--- config.mk ---
export PLATFORM = sky130hd
export DESIGN_NAME = encoderControl
export DESIGN_NICKNAME = d
export VERILOG_FILES = /design/src/source/encCtrlPkg.sv /design/src/source/frameGate.sv /design/src/source/stepTable.sv /design/src/source/stepSequencer.sv /design/src/source/encoderControl.sv
export SDC_FILE = /design/constraint.sdc
export NUM_CORES = 1
export LEC_CHECK = 0
export ABC_AREA = 1
export BUFFER_PORTS_ARGS = -buffer_cell sky130_fd_sc_hd__buf_4
export CAP_MARGIN = 20
export CORE_MARGIN = 3
export CORE_UTILIZATION = 53
export CTS_CLUSTER_DIAMETER = 40
export DETAILED_ROUTE_END_ITERATION = 10
export HOLD_SLACK_MARGIN = 0.15
export PLACE_DENSITY = 0.8
export SYNTH_ARGS = -nofsm -noshare
export SYNTH_HDL_FRONTEND = slang
export SYNTH_SLANG_ARGS = --single-unit
--- constraint.sdc ---
create_clock -name clock -period 3.1 [get_ports clock]
set_input_delay 0.155 -clock clock [delete_from_list [all_inputs] [get_ports clock]]
set_output_delay 0.155 -clock clock [all_outputs]
set_load 0.01 [all_outputs]
--- src/source/encCtrlPkg.sv ---
package encCtrlPkg;

	////////////////////////////////////////////////////////////////////////////
	// Frame geometry and table layout
	////////////////////////////////////////////////////////////////////////////

	localparam int frameLen          = 80;  // Samples per frame
	localparam int subfrLen          = 40;  // Samples per subframe
	localparam int framesPerAnalysis = 2;   // Arrivals before analysis starts
	localparam int numUnits          = 25;
	localparam int numSteps          = 46;
	localparam int loopTopStep       = 19;  // Subframe loop test
	localparam int predStep          = 35;  // Parity skip target

	////////////////////////////////////////////////////////////////////////////
	// Analysis units
	////////////////////////////////////////////////////////////////////////////

	typedef enum logic [4:0]
	{
		autocorr,
		lag,
		levinson,
		az,
		quaLsp,
		intLpc,
		intQlpc,
		math1,
		percVar,
		weightAz,
		residu,
		synFilt,
		pitchOl,
		math2,
		math3,
		pitchFr3,
		encLag3,
		parityPitch,
		predLt3,
		convolve,
		gPitch,
		testErr,
		math4,
		acelpCodebook,
		math5
	} unitId_t;

	typedef logic [numUnits-1:0] unitMask_t;  // Bit position is the unit id
	typedef logic [5:0] mathSel_t;             // Owner of the shared math unit
	typedef logic [6:0] subfr_t;               // First sample of the subframe
	typedef logic [5:0] stepIndex_t;

	////////////////////////////////////////////////////////////////////////////
	// Step descriptor
	////////////////////////////////////////////////////////////////////////////

	typedef enum logic [2:0]
	{
		runUnit,
		pause,
		loopTest,
		parityTest,
		loopInc,
		finish
	} stepKind_t;

	// Load strobes for the encoder parameter registers
	typedef struct packed
	{
		logic tOp;
		logic t0Bounds;    // T0_min and T0_max together
		logic filterAddr;  // A and Aq addresses together
		logic iGamma;
		logic t0;
		logic index;
		logic gainPit;
		logic temp;
		logic lTemp;
		logic pulseIdx;
		logic subfr;
	} paramLoad_t;

	typedef struct packed
	{
		stepKind_t  kind;
		unitId_t    unit;     // Only meaningful for runUnit
		mathSel_t   mathSel;
		paramLoad_t loads;
	} stepDesc_t;

endpackage

--- src/source/frameGate.sv ---
`timescale 1ns/1ps

module frameGate (
	input  logic clock,
	input  logic reset,
	input  logic armed,
	input  logic frameDone,
	output logic analysisReady
);
	import encCtrlPkg::*;

	logic [1:0] arrivals;
	logic [1:0] nextArrivals;

	assign nextArrivals = arrivals + {1'b0, frameDone};

	// Arrival counter stays at zero until the sequencer arms it
	always_ff @(posedge clock)
	begin
		if (reset || !armed)
		begin
			arrivals      <= '0;
			analysisReady <= 1'b0;
		end
		else if (nextArrivals == framesPerAnalysis)
		begin
			arrivals      <= '0;    // Start counting the next pair
			analysisReady <= 1'b1;
		end
		else
		begin
			arrivals      <= nextArrivals;
			analysisReady <= 1'b0;
		end
	end

endmodule

--- src/source/stepTable.sv ---
`timescale 1ns/1ps

module stepTable (
	input  encCtrlPkg::stepIndex_t stepIndex,
	output encCtrlPkg::stepDesc_t  step
);
	import encCtrlPkg::*;

	function automatic stepDesc_t runStep(unitId_t id, mathSel_t sel, paramLoad_t ld);
		return '{runUnit, id, sel, ld};
	endfunction

	// Control steps carry no unit
	function automatic stepDesc_t ctlStep(stepKind_t kind, mathSel_t sel, paramLoad_t ld);
		return '{kind, autocorr, sel, ld};
	endfunction

	always_comb
	begin
		case (stepIndex)
			////////////////////////////////////////////////////////////////////
			// LPC analysis and perceptual weighting once per frame
			////////////////////////////////////////////////////////////////////
			6'd0:  step = runStep(autocorr, 6'd0, '0);
			6'd1:  step = runStep(lag, 6'd1, '0);
			6'd2:  step = runStep(levinson, 6'd2, '0);
			6'd3:  step = runStep(az, 6'd3, '0);
			6'd4:  step = runStep(quaLsp, 6'd4, '0);
			6'd5:  step = runStep(intLpc, 6'd5, '0);
			6'd6:  step = runStep(intQlpc, 6'd6, '0);
			6'd7:  step = runStep(math1, 6'd7, '0);
			6'd8:  step = runStep(percVar, 6'd8, '0);
			6'd9:  step = runStep(weightAz, 6'd9, '0);
			6'd10: step = runStep(weightAz, 6'd10, '0);
			6'd11: step = runStep(residu, 6'd11, '0);
			6'd12: step = runStep(synFilt, 6'd12, '0);
			6'd13: step = runStep(weightAz, 6'd13, '0);
			6'd14: step = runStep(weightAz, 6'd14, '0);
			6'd15: step = runStep(residu, 6'd15, '0);
			6'd16: step = runStep(synFilt, 6'd16, '0);
			6'd17: step = runStep(pitchOl, 6'd17, '{tOp: 1'b1, default: 1'b0});
			6'd18: step = runStep(math2, 6'd18, '{t0Bounds: 1'b1, filterAddr: 1'b1, default: 1'b0});

			////////////////////////////////////////////////////////////////////
			// Subframe loop
			////////////////////////////////////////////////////////////////////
			6'd19: step = ctlStep(loopTest, 6'd19, '0);
			6'd20: step = runStep(weightAz, 6'd19, '0);
			6'd21: step = runStep(weightAz, 6'd20, '0);
			6'd22: step = runStep(math3, 6'd21, '{iGamma: 1'b1, default: 1'b0});
			6'd23: step = runStep(synFilt, 6'd22, '0);
			6'd24: step = runStep(synFilt, 6'd23, '0);
			6'd25: step = runStep(residu, 6'd24, '0);
			6'd26: step = runStep(synFilt, 6'd25, '0);
			6'd27: step = runStep(residu, 6'd26, '0);
			6'd28: step = runStep(synFilt, 6'd27, '0);
			6'd29: step = runStep(pitchFr3, 6'd28, '{t0: 1'b1, default: 1'b0});
			6'd30: step = runStep(encLag3, 6'd29, '{index: 1'b1, t0Bounds: 1'b1, default: 1'b0});
			6'd31: step = ctlStep(pause, 6'd30, '0);
			6'd32: step = ctlStep(parityTest, 6'd31, '0);  // Parity only in subframe 0
			6'd33: step = runStep(parityPitch, 6'd31, '0);
			6'd34: step = ctlStep(pause, 6'd32, '0);
			6'd35: step = runStep(predLt3, 6'd33, '0);
			6'd36: step = runStep(convolve, 6'd34, '0);
			6'd37: step = runStep(gPitch, 6'd35, '{gainPit: 1'b1, default: 1'b0});
			6'd38: step = runStep(testErr, 6'd36, '{temp: 1'b1, default: 1'b0});
			6'd39: step = runStep(math4, 6'd37, '{gainPit: 1'b1, lTemp: 1'b1, default: 1'b0});
			6'd40: step = runStep(acelpCodebook, 6'd38, '{index: 1'b1, pulseIdx: 1'b1, default: 1'b0});
			6'd41: step = ctlStep(pause, 6'd39, '0);
			6'd42: step = ctlStep(pause, 6'd40, '0);
			6'd43: step = runStep(math5, 6'd41, '{subfr: 1'b1, default: 1'b0});
			6'd44: step = ctlStep(loopInc, 6'd42, '{filterAddr: 1'b1, default: 1'b0});
			6'd45: step = ctlStep(finish, 6'd0, '0);
			default: step = ctlStep(finish, 6'd0, '0);  // Out of range ends the frame
		endcase
	end

endmodule

--- src/source/stepSequencer.sv ---
`timescale 1ns/1ps

module stepSequencer (
	input  logic                   clock,
	input  logic                   reset,
	input  logic                   start,
	input  logic                   divErr,
	input  logic                   analysisReady,
	input  encCtrlPkg::stepDesc_t  step,
	input  encCtrlPkg::unitMask_t  unitDone,
	output encCtrlPkg::stepIndex_t stepIndex,
	output logic                   armed,
	output encCtrlPkg::unitMask_t  unitStart,
	output encCtrlPkg::mathSel_t   mathSel,
	output encCtrlPkg::paramLoad_t paramLoad,
	output logic                   clearParams,
	output logic                   done,
	output encCtrlPkg::subfr_t     subframe
);
	import encCtrlPkg::*;

	typedef enum logic [1:0] {modeIdle, modeWait, modeRun} mode_t;

	mode_t      mode;
	logic       firstCycle;  // Start pulse goes out in this cycle
	logic       unitHit;     // Running unit reports done
	logic       stepEnd;
	stepIndex_t nextIndex;

	// A done in the start cycle belongs to an earlier step
	assign unitHit = !firstCycle && unitDone[step.unit];

	assign armed       = (mode != modeIdle);
	assign clearParams = (mode == modeIdle) && !start;

	////////////////////////////////////////////////////////////////////////////
	// Step completion and branch target
	////////////////////////////////////////////////////////////////////////////

	always_comb
	begin
		stepEnd   = 1'b1;
		nextIndex = stepIndex + 1'b1;
		case (step.kind)
			runUnit:
				stepEnd = unitHit;
			loopTest:
				nextIndex = (subframe < frameLen) ? stepIndex_t'(loopTopStep + 1)
					: stepIndex_t'(numSteps - 1);
			parityTest:
				if (subframe != '0)
					nextIndex = stepIndex_t'(predStep);  // Skip parity after subframe 0
			loopInc:
				nextIndex = stepIndex_t'(loopTopStep);
			default:
				;
		endcase
	end

	// Strobes toward the units and parameter registers
	always_comb
	begin
		unitStart = '0;
		mathSel   = '0;
		paramLoad = '0;
		done      = 1'b0;
		if (mode == modeRun)
		begin
			mathSel = step.mathSel;
			case (step.kind)
				runUnit:
				begin
					if (firstCycle)
						unitStart[step.unit] = 1'b1;
					if (unitHit)
						paramLoad = step.loads;
				end
				pause, loopInc:
					paramLoad = step.loads;
				finish:
					done = !divErr;  // Abort wins over completion
				default:
					;
			endcase
		end
	end

	////////////////////////////////////////////////////////////////////////////
	// Mode, step index and subframe counter
	////////////////////////////////////////////////////////////////////////////

	always_ff @(posedge clock)
	begin
		if (reset)
		begin
			mode       <= modeIdle;
			stepIndex  <= '0;
			firstCycle <= 1'b0;
			subframe   <= '0;
		end
		else if (divErr)
		begin
			mode     <= modeIdle;
			subframe <= '0;
		end
		else
		begin
			case (mode)
				modeIdle:
					if (start)
						mode <= modeWait;
				modeWait:
					if (analysisReady)
					begin
						mode       <= modeRun;
						stepIndex  <= '0;
						firstCycle <= 1'b1;
					end
				modeRun:
				begin
					if (step.kind == finish)
					begin
						mode     <= modeIdle;
						subframe <= '0;
					end
					else if (stepEnd)
					begin
						stepIndex  <= nextIndex;
						firstCycle <= 1'b1;
					end
					else
						firstCycle <= 1'b0;
					if (step.kind == loopInc)
						subframe <= subframe + subfr_t'(subfrLen);  // Next 40 samples
				end
				default:
					mode <= modeIdle;
			endcase
		end
	end

endmodule

--- src/source/encoderControl.sv ---
`timescale 1ns/1ps

module encoderControl (
	input  logic                   clock,
	input  logic                   reset,
	input  logic                   start,
	input  logic                   frameDone,
	input  logic                   divErr,
	input  encCtrlPkg::unitMask_t  unitDone,
	output encCtrlPkg::unitMask_t  unitStart,
	output encCtrlPkg::mathSel_t   mathSel,
	output encCtrlPkg::paramLoad_t paramLoad,
	output logic                   clearParams,
	output logic                   done,
	output encCtrlPkg::subfr_t     subframe
);
	import encCtrlPkg::*;

	logic       analysisReady;
	logic       armed;
	stepIndex_t stepIndex;
	stepDesc_t  step;  // Descriptor of the current step

	frameGate gate0 (
		.clock         (clock),
		.reset         (reset),
		.armed         (armed),
		.frameDone     (frameDone),
		.analysisReady (analysisReady)
	);

	stepTable table0 (
		.stepIndex (stepIndex),
		.step      (step)
	);

	stepSequencer seq0 (
		.clock         (clock),
		.reset         (reset),
		.start         (start),
		.divErr        (divErr),
		.analysisReady (analysisReady),
		.step          (step),
		.unitDone      (unitDone),
		.stepIndex     (stepIndex),
		.armed         (armed),
		.unitStart     (unitStart),
		.mathSel       (mathSel),
		.paramLoad     (paramLoad),
		.clearParams   (clearParams),
		.done          (done),
		.subframe      (subframe)
	);

endmodule

==> run metrics <==
CP peak stage delay 0.44 ns; number of max-cap violations 0; GRT overflow 0; crit end category flop; Main synth FF type dfxtp_1; HP Class in2reg; worst path arrival time 3.05 ns; Synth top area share 27.34%; R2R cell count 18; ant diodes 0; Max VDD drop 0.3460 mV; Syn Area/Cell 6.088 um2; register area 822.0 um2; most frequent cells after synthesis nand2_1 (155), nor2_1 (85), inv_1 (45), dfxtp_1 (41), nand3_1 (31); critical path data required time 3.33 ns; RR Endpoint table0.step[17]$_DFF_P_; Synth async-reset ratio 0%; RSZ-0062 raised after global routing no; power per cell area 273.9 nW/um2; Nets 618; Final Setup Violations 0; fmax 0.3552 GHz; core area 5303 um2; pre-CTS WS 0.1299 ns; skew final 0.01091 ns; grt met1 use 32.21%; routed wire length 8340 um; num rows 26; Final Max Tran Viols 0; register area share after synthesis 27.34%; share of post-route cells with drive strength above 1 22.96%; Mapped Area 3002 um2; period utilization 90.83%; Placer Congestion 0.9790; CP Cell Sequence inv_1 -> nor3_1 -> nand2_1 -> nand2_1 -> nor2_1 -> nand2_1 -> nand2_2 -> nand2_4 -> nand2_4 -> nand2_1 -> nand3_2 -> inv_1 -> ha_1 -> a21oi_1 -> nand2_1 -> o21ai_0 -> nand3_1 -> nand2_1; Most Crowded Layer GR met2; post-DR vias/cell 5.099; Ports 81; most frequent cell after synthesis nand2_1; Fin Hold WS 0.1623 ns; largest net degree at the start of global routing 18; clock period minus worst slack 2.816 ns; Detail Placement HPWL 6458 um; Syn. warnings 0; Synth area leaders dfxtp_1 (27%), nand2_1 (19%), nor2_1 (11%); initial antenna violation count 0; area occupied by multi-input gates 1877 um2; setup TNS 0 ns; Tot Pwr 0.001036 W; Die W 81.26 um; clock sinks 41; CTS tree built; met3 usage 5.322%; clk_lat worst skew 0.30 ns; Hold Path End seq0.mode[0]$_SDFFE_PP0P_; largest area contributor in the netlist dfxtp_1; routed length per instance 12.93 um; crit path max fanout 9; ANT nets after route 0; CTS Buffer Depth 2; outcome finished clean; final core occ 71.31%; die span in y 81.26 um; die area 6602 um2; worst r2r src table0.step[19]$_DFF_P_; drt first pass iters 5; initial core utilization 56.61%; Reg clk slew, reported paths 0.08 ns; Worst path slowest cell dfxtp_1; met2 Usage GRT 42.86%; fillers 487; Worst Setup Path Type reg2reg; vias in the first global route 2,932; global-route wire length before repair 13,150 um; H-tree depth 2; Area Overhead vs Synth 25.97%; # DRC 0; crit-path most repeated cell nand2_1; Cell variety after synth 39; critical path launch point type flop; hold_sp divErr; port bufs 77; via count 3,289; Iter 0 DRT Violations 205; GRT Total Usage 25.43%; root buffer cell clkbuf_8; hold depth 4; R2R Setup Slk 0.28 ns; Yosys reg bits 41; cts bufs inserted 5; endpoints failing hold 0; slack of the critical path 0.2844 ns; EDFF count, synth 0; Mapped Cells 493; leakage 1.868 nW
-- state kept, by name, indices dropped and copies added, names as in the netlist --
name / count
table0.step: 25
gate0.analysisReady: 1
seq0.stepIndex: 6
seq0.firstCycle: 1
seq0.subframe: 4
gate0.arrivals: 2
seq0.mode: 2
-- worst max-delay path, delay by kind of cell (launching register included) --
kind,cells,cell delay (ns)
AO/OA/AOI/OAI,2,0.33
adder cells (fa/ha/maj),1,0.33
buffers and inverters,2,0.36
flip-flops,1,0.44
AND/OR/NAND/NOR,13,1.29
-- worst max path at each step --
stage	endpoint	cells after the start	start	slack (ns)
2_1_floorplan	table0.step[17]$_DFF_P_	18	table0.step[17]$_DFF_P_	0.64
3_3_place_gp	table0.step[17]$_DFF_P_	22	table0.step[17]$_DFF_P_	0.18
3_5_place_dp	table0.step[17]$_DFF_P_	22	table0.step[17]$_DFF_P_	0.13
4_1_cts	table0.step[17]$_DFF_P_	22	table0.step[17]$_DFF_P_	0.09
5_1_grt	table0.step[17]$_DFF_P_	22	table0.step[17]$_DFF_P_	0.02
6_report	table0.step[17]$_DFF_P_	18	table0.step[19]$_DFF_P_	0.28
-- cell type report --
cell class	count	area share [%]
multi-input combinational	381	49.64
clock inverter	2	0.9927
inverter	59	5.923
timing repair buffer	86	17.21
sequential	41	21.74
clock buffer	6	2.184
tap	70	2.316
-- report_power, final --
group           total, W  switching [W]  leakage [nW]  internal, W
Clock           0.000444       0.000182        0.0574     0.000262
Combinational  0.0000643      0.0000293          1.48    0.0000351
Sequential      0.000528    0.000000550         0.331     0.000527
-- repair_timing --
action / 4_1_cts / 5_1_grt
setup buffers: 0 / 0
gates resized for setup: 0 / 2
setup endpoints to repair: 0 / 10
endpoints found under the hold margin: 3 / 0
hold buffers: 2 / 0
-- routing by layer --
layer,share of wire [%],wire [um]
met5,0,0
met3,9.1,761
met4,1.8,148
met1,43,3596
met2,46,3834
-- cell families after synthesis --
logic type      synth area share (%)
fa+ha+maj                      5.836
compound gates                 8.129
simple gates                   46.73
flops                          27.34
buf+inv                        10.38
xor+xnor                       1.459
other cells                   0.1249
-- per-stage QoR --
stage | instances | area, um2
after floorplan | 495 | 3009
after global placement | 635 | 3640
after detailed placement | 635 | 3640
after CTS | 645 | 3780
after global routing | 645 | 3781
final | 645 | 3781
-- cells in the final DEF (no fill, tap or decap), types with 2 or more instances in the layout --
cell	count
ha_1	14
nand4_1	4
o21ai_1	9
nand3_2	5
dfxtp_1	40
a211oi_1	2
nor3b_1	2
clkbuf_8	6
a21oi_1	13
inv_1	44
o21ai_0	10
nand2_2	5
xnor2_1	2
nand2_1	155
nor2_1	85
conb_1	3
xor2_1	3
nand2_4	2
nor2_2	4
nand3_1	31
nor3_1	12
o211ai_1	4
nor2_4	4
inv_2	12
nand3_4	2
clkinv_1	2
dlygate4sd3_1	2
buf_4	84
or2_2	2
No activity file was read; power rests on OpenSTA's default activity.
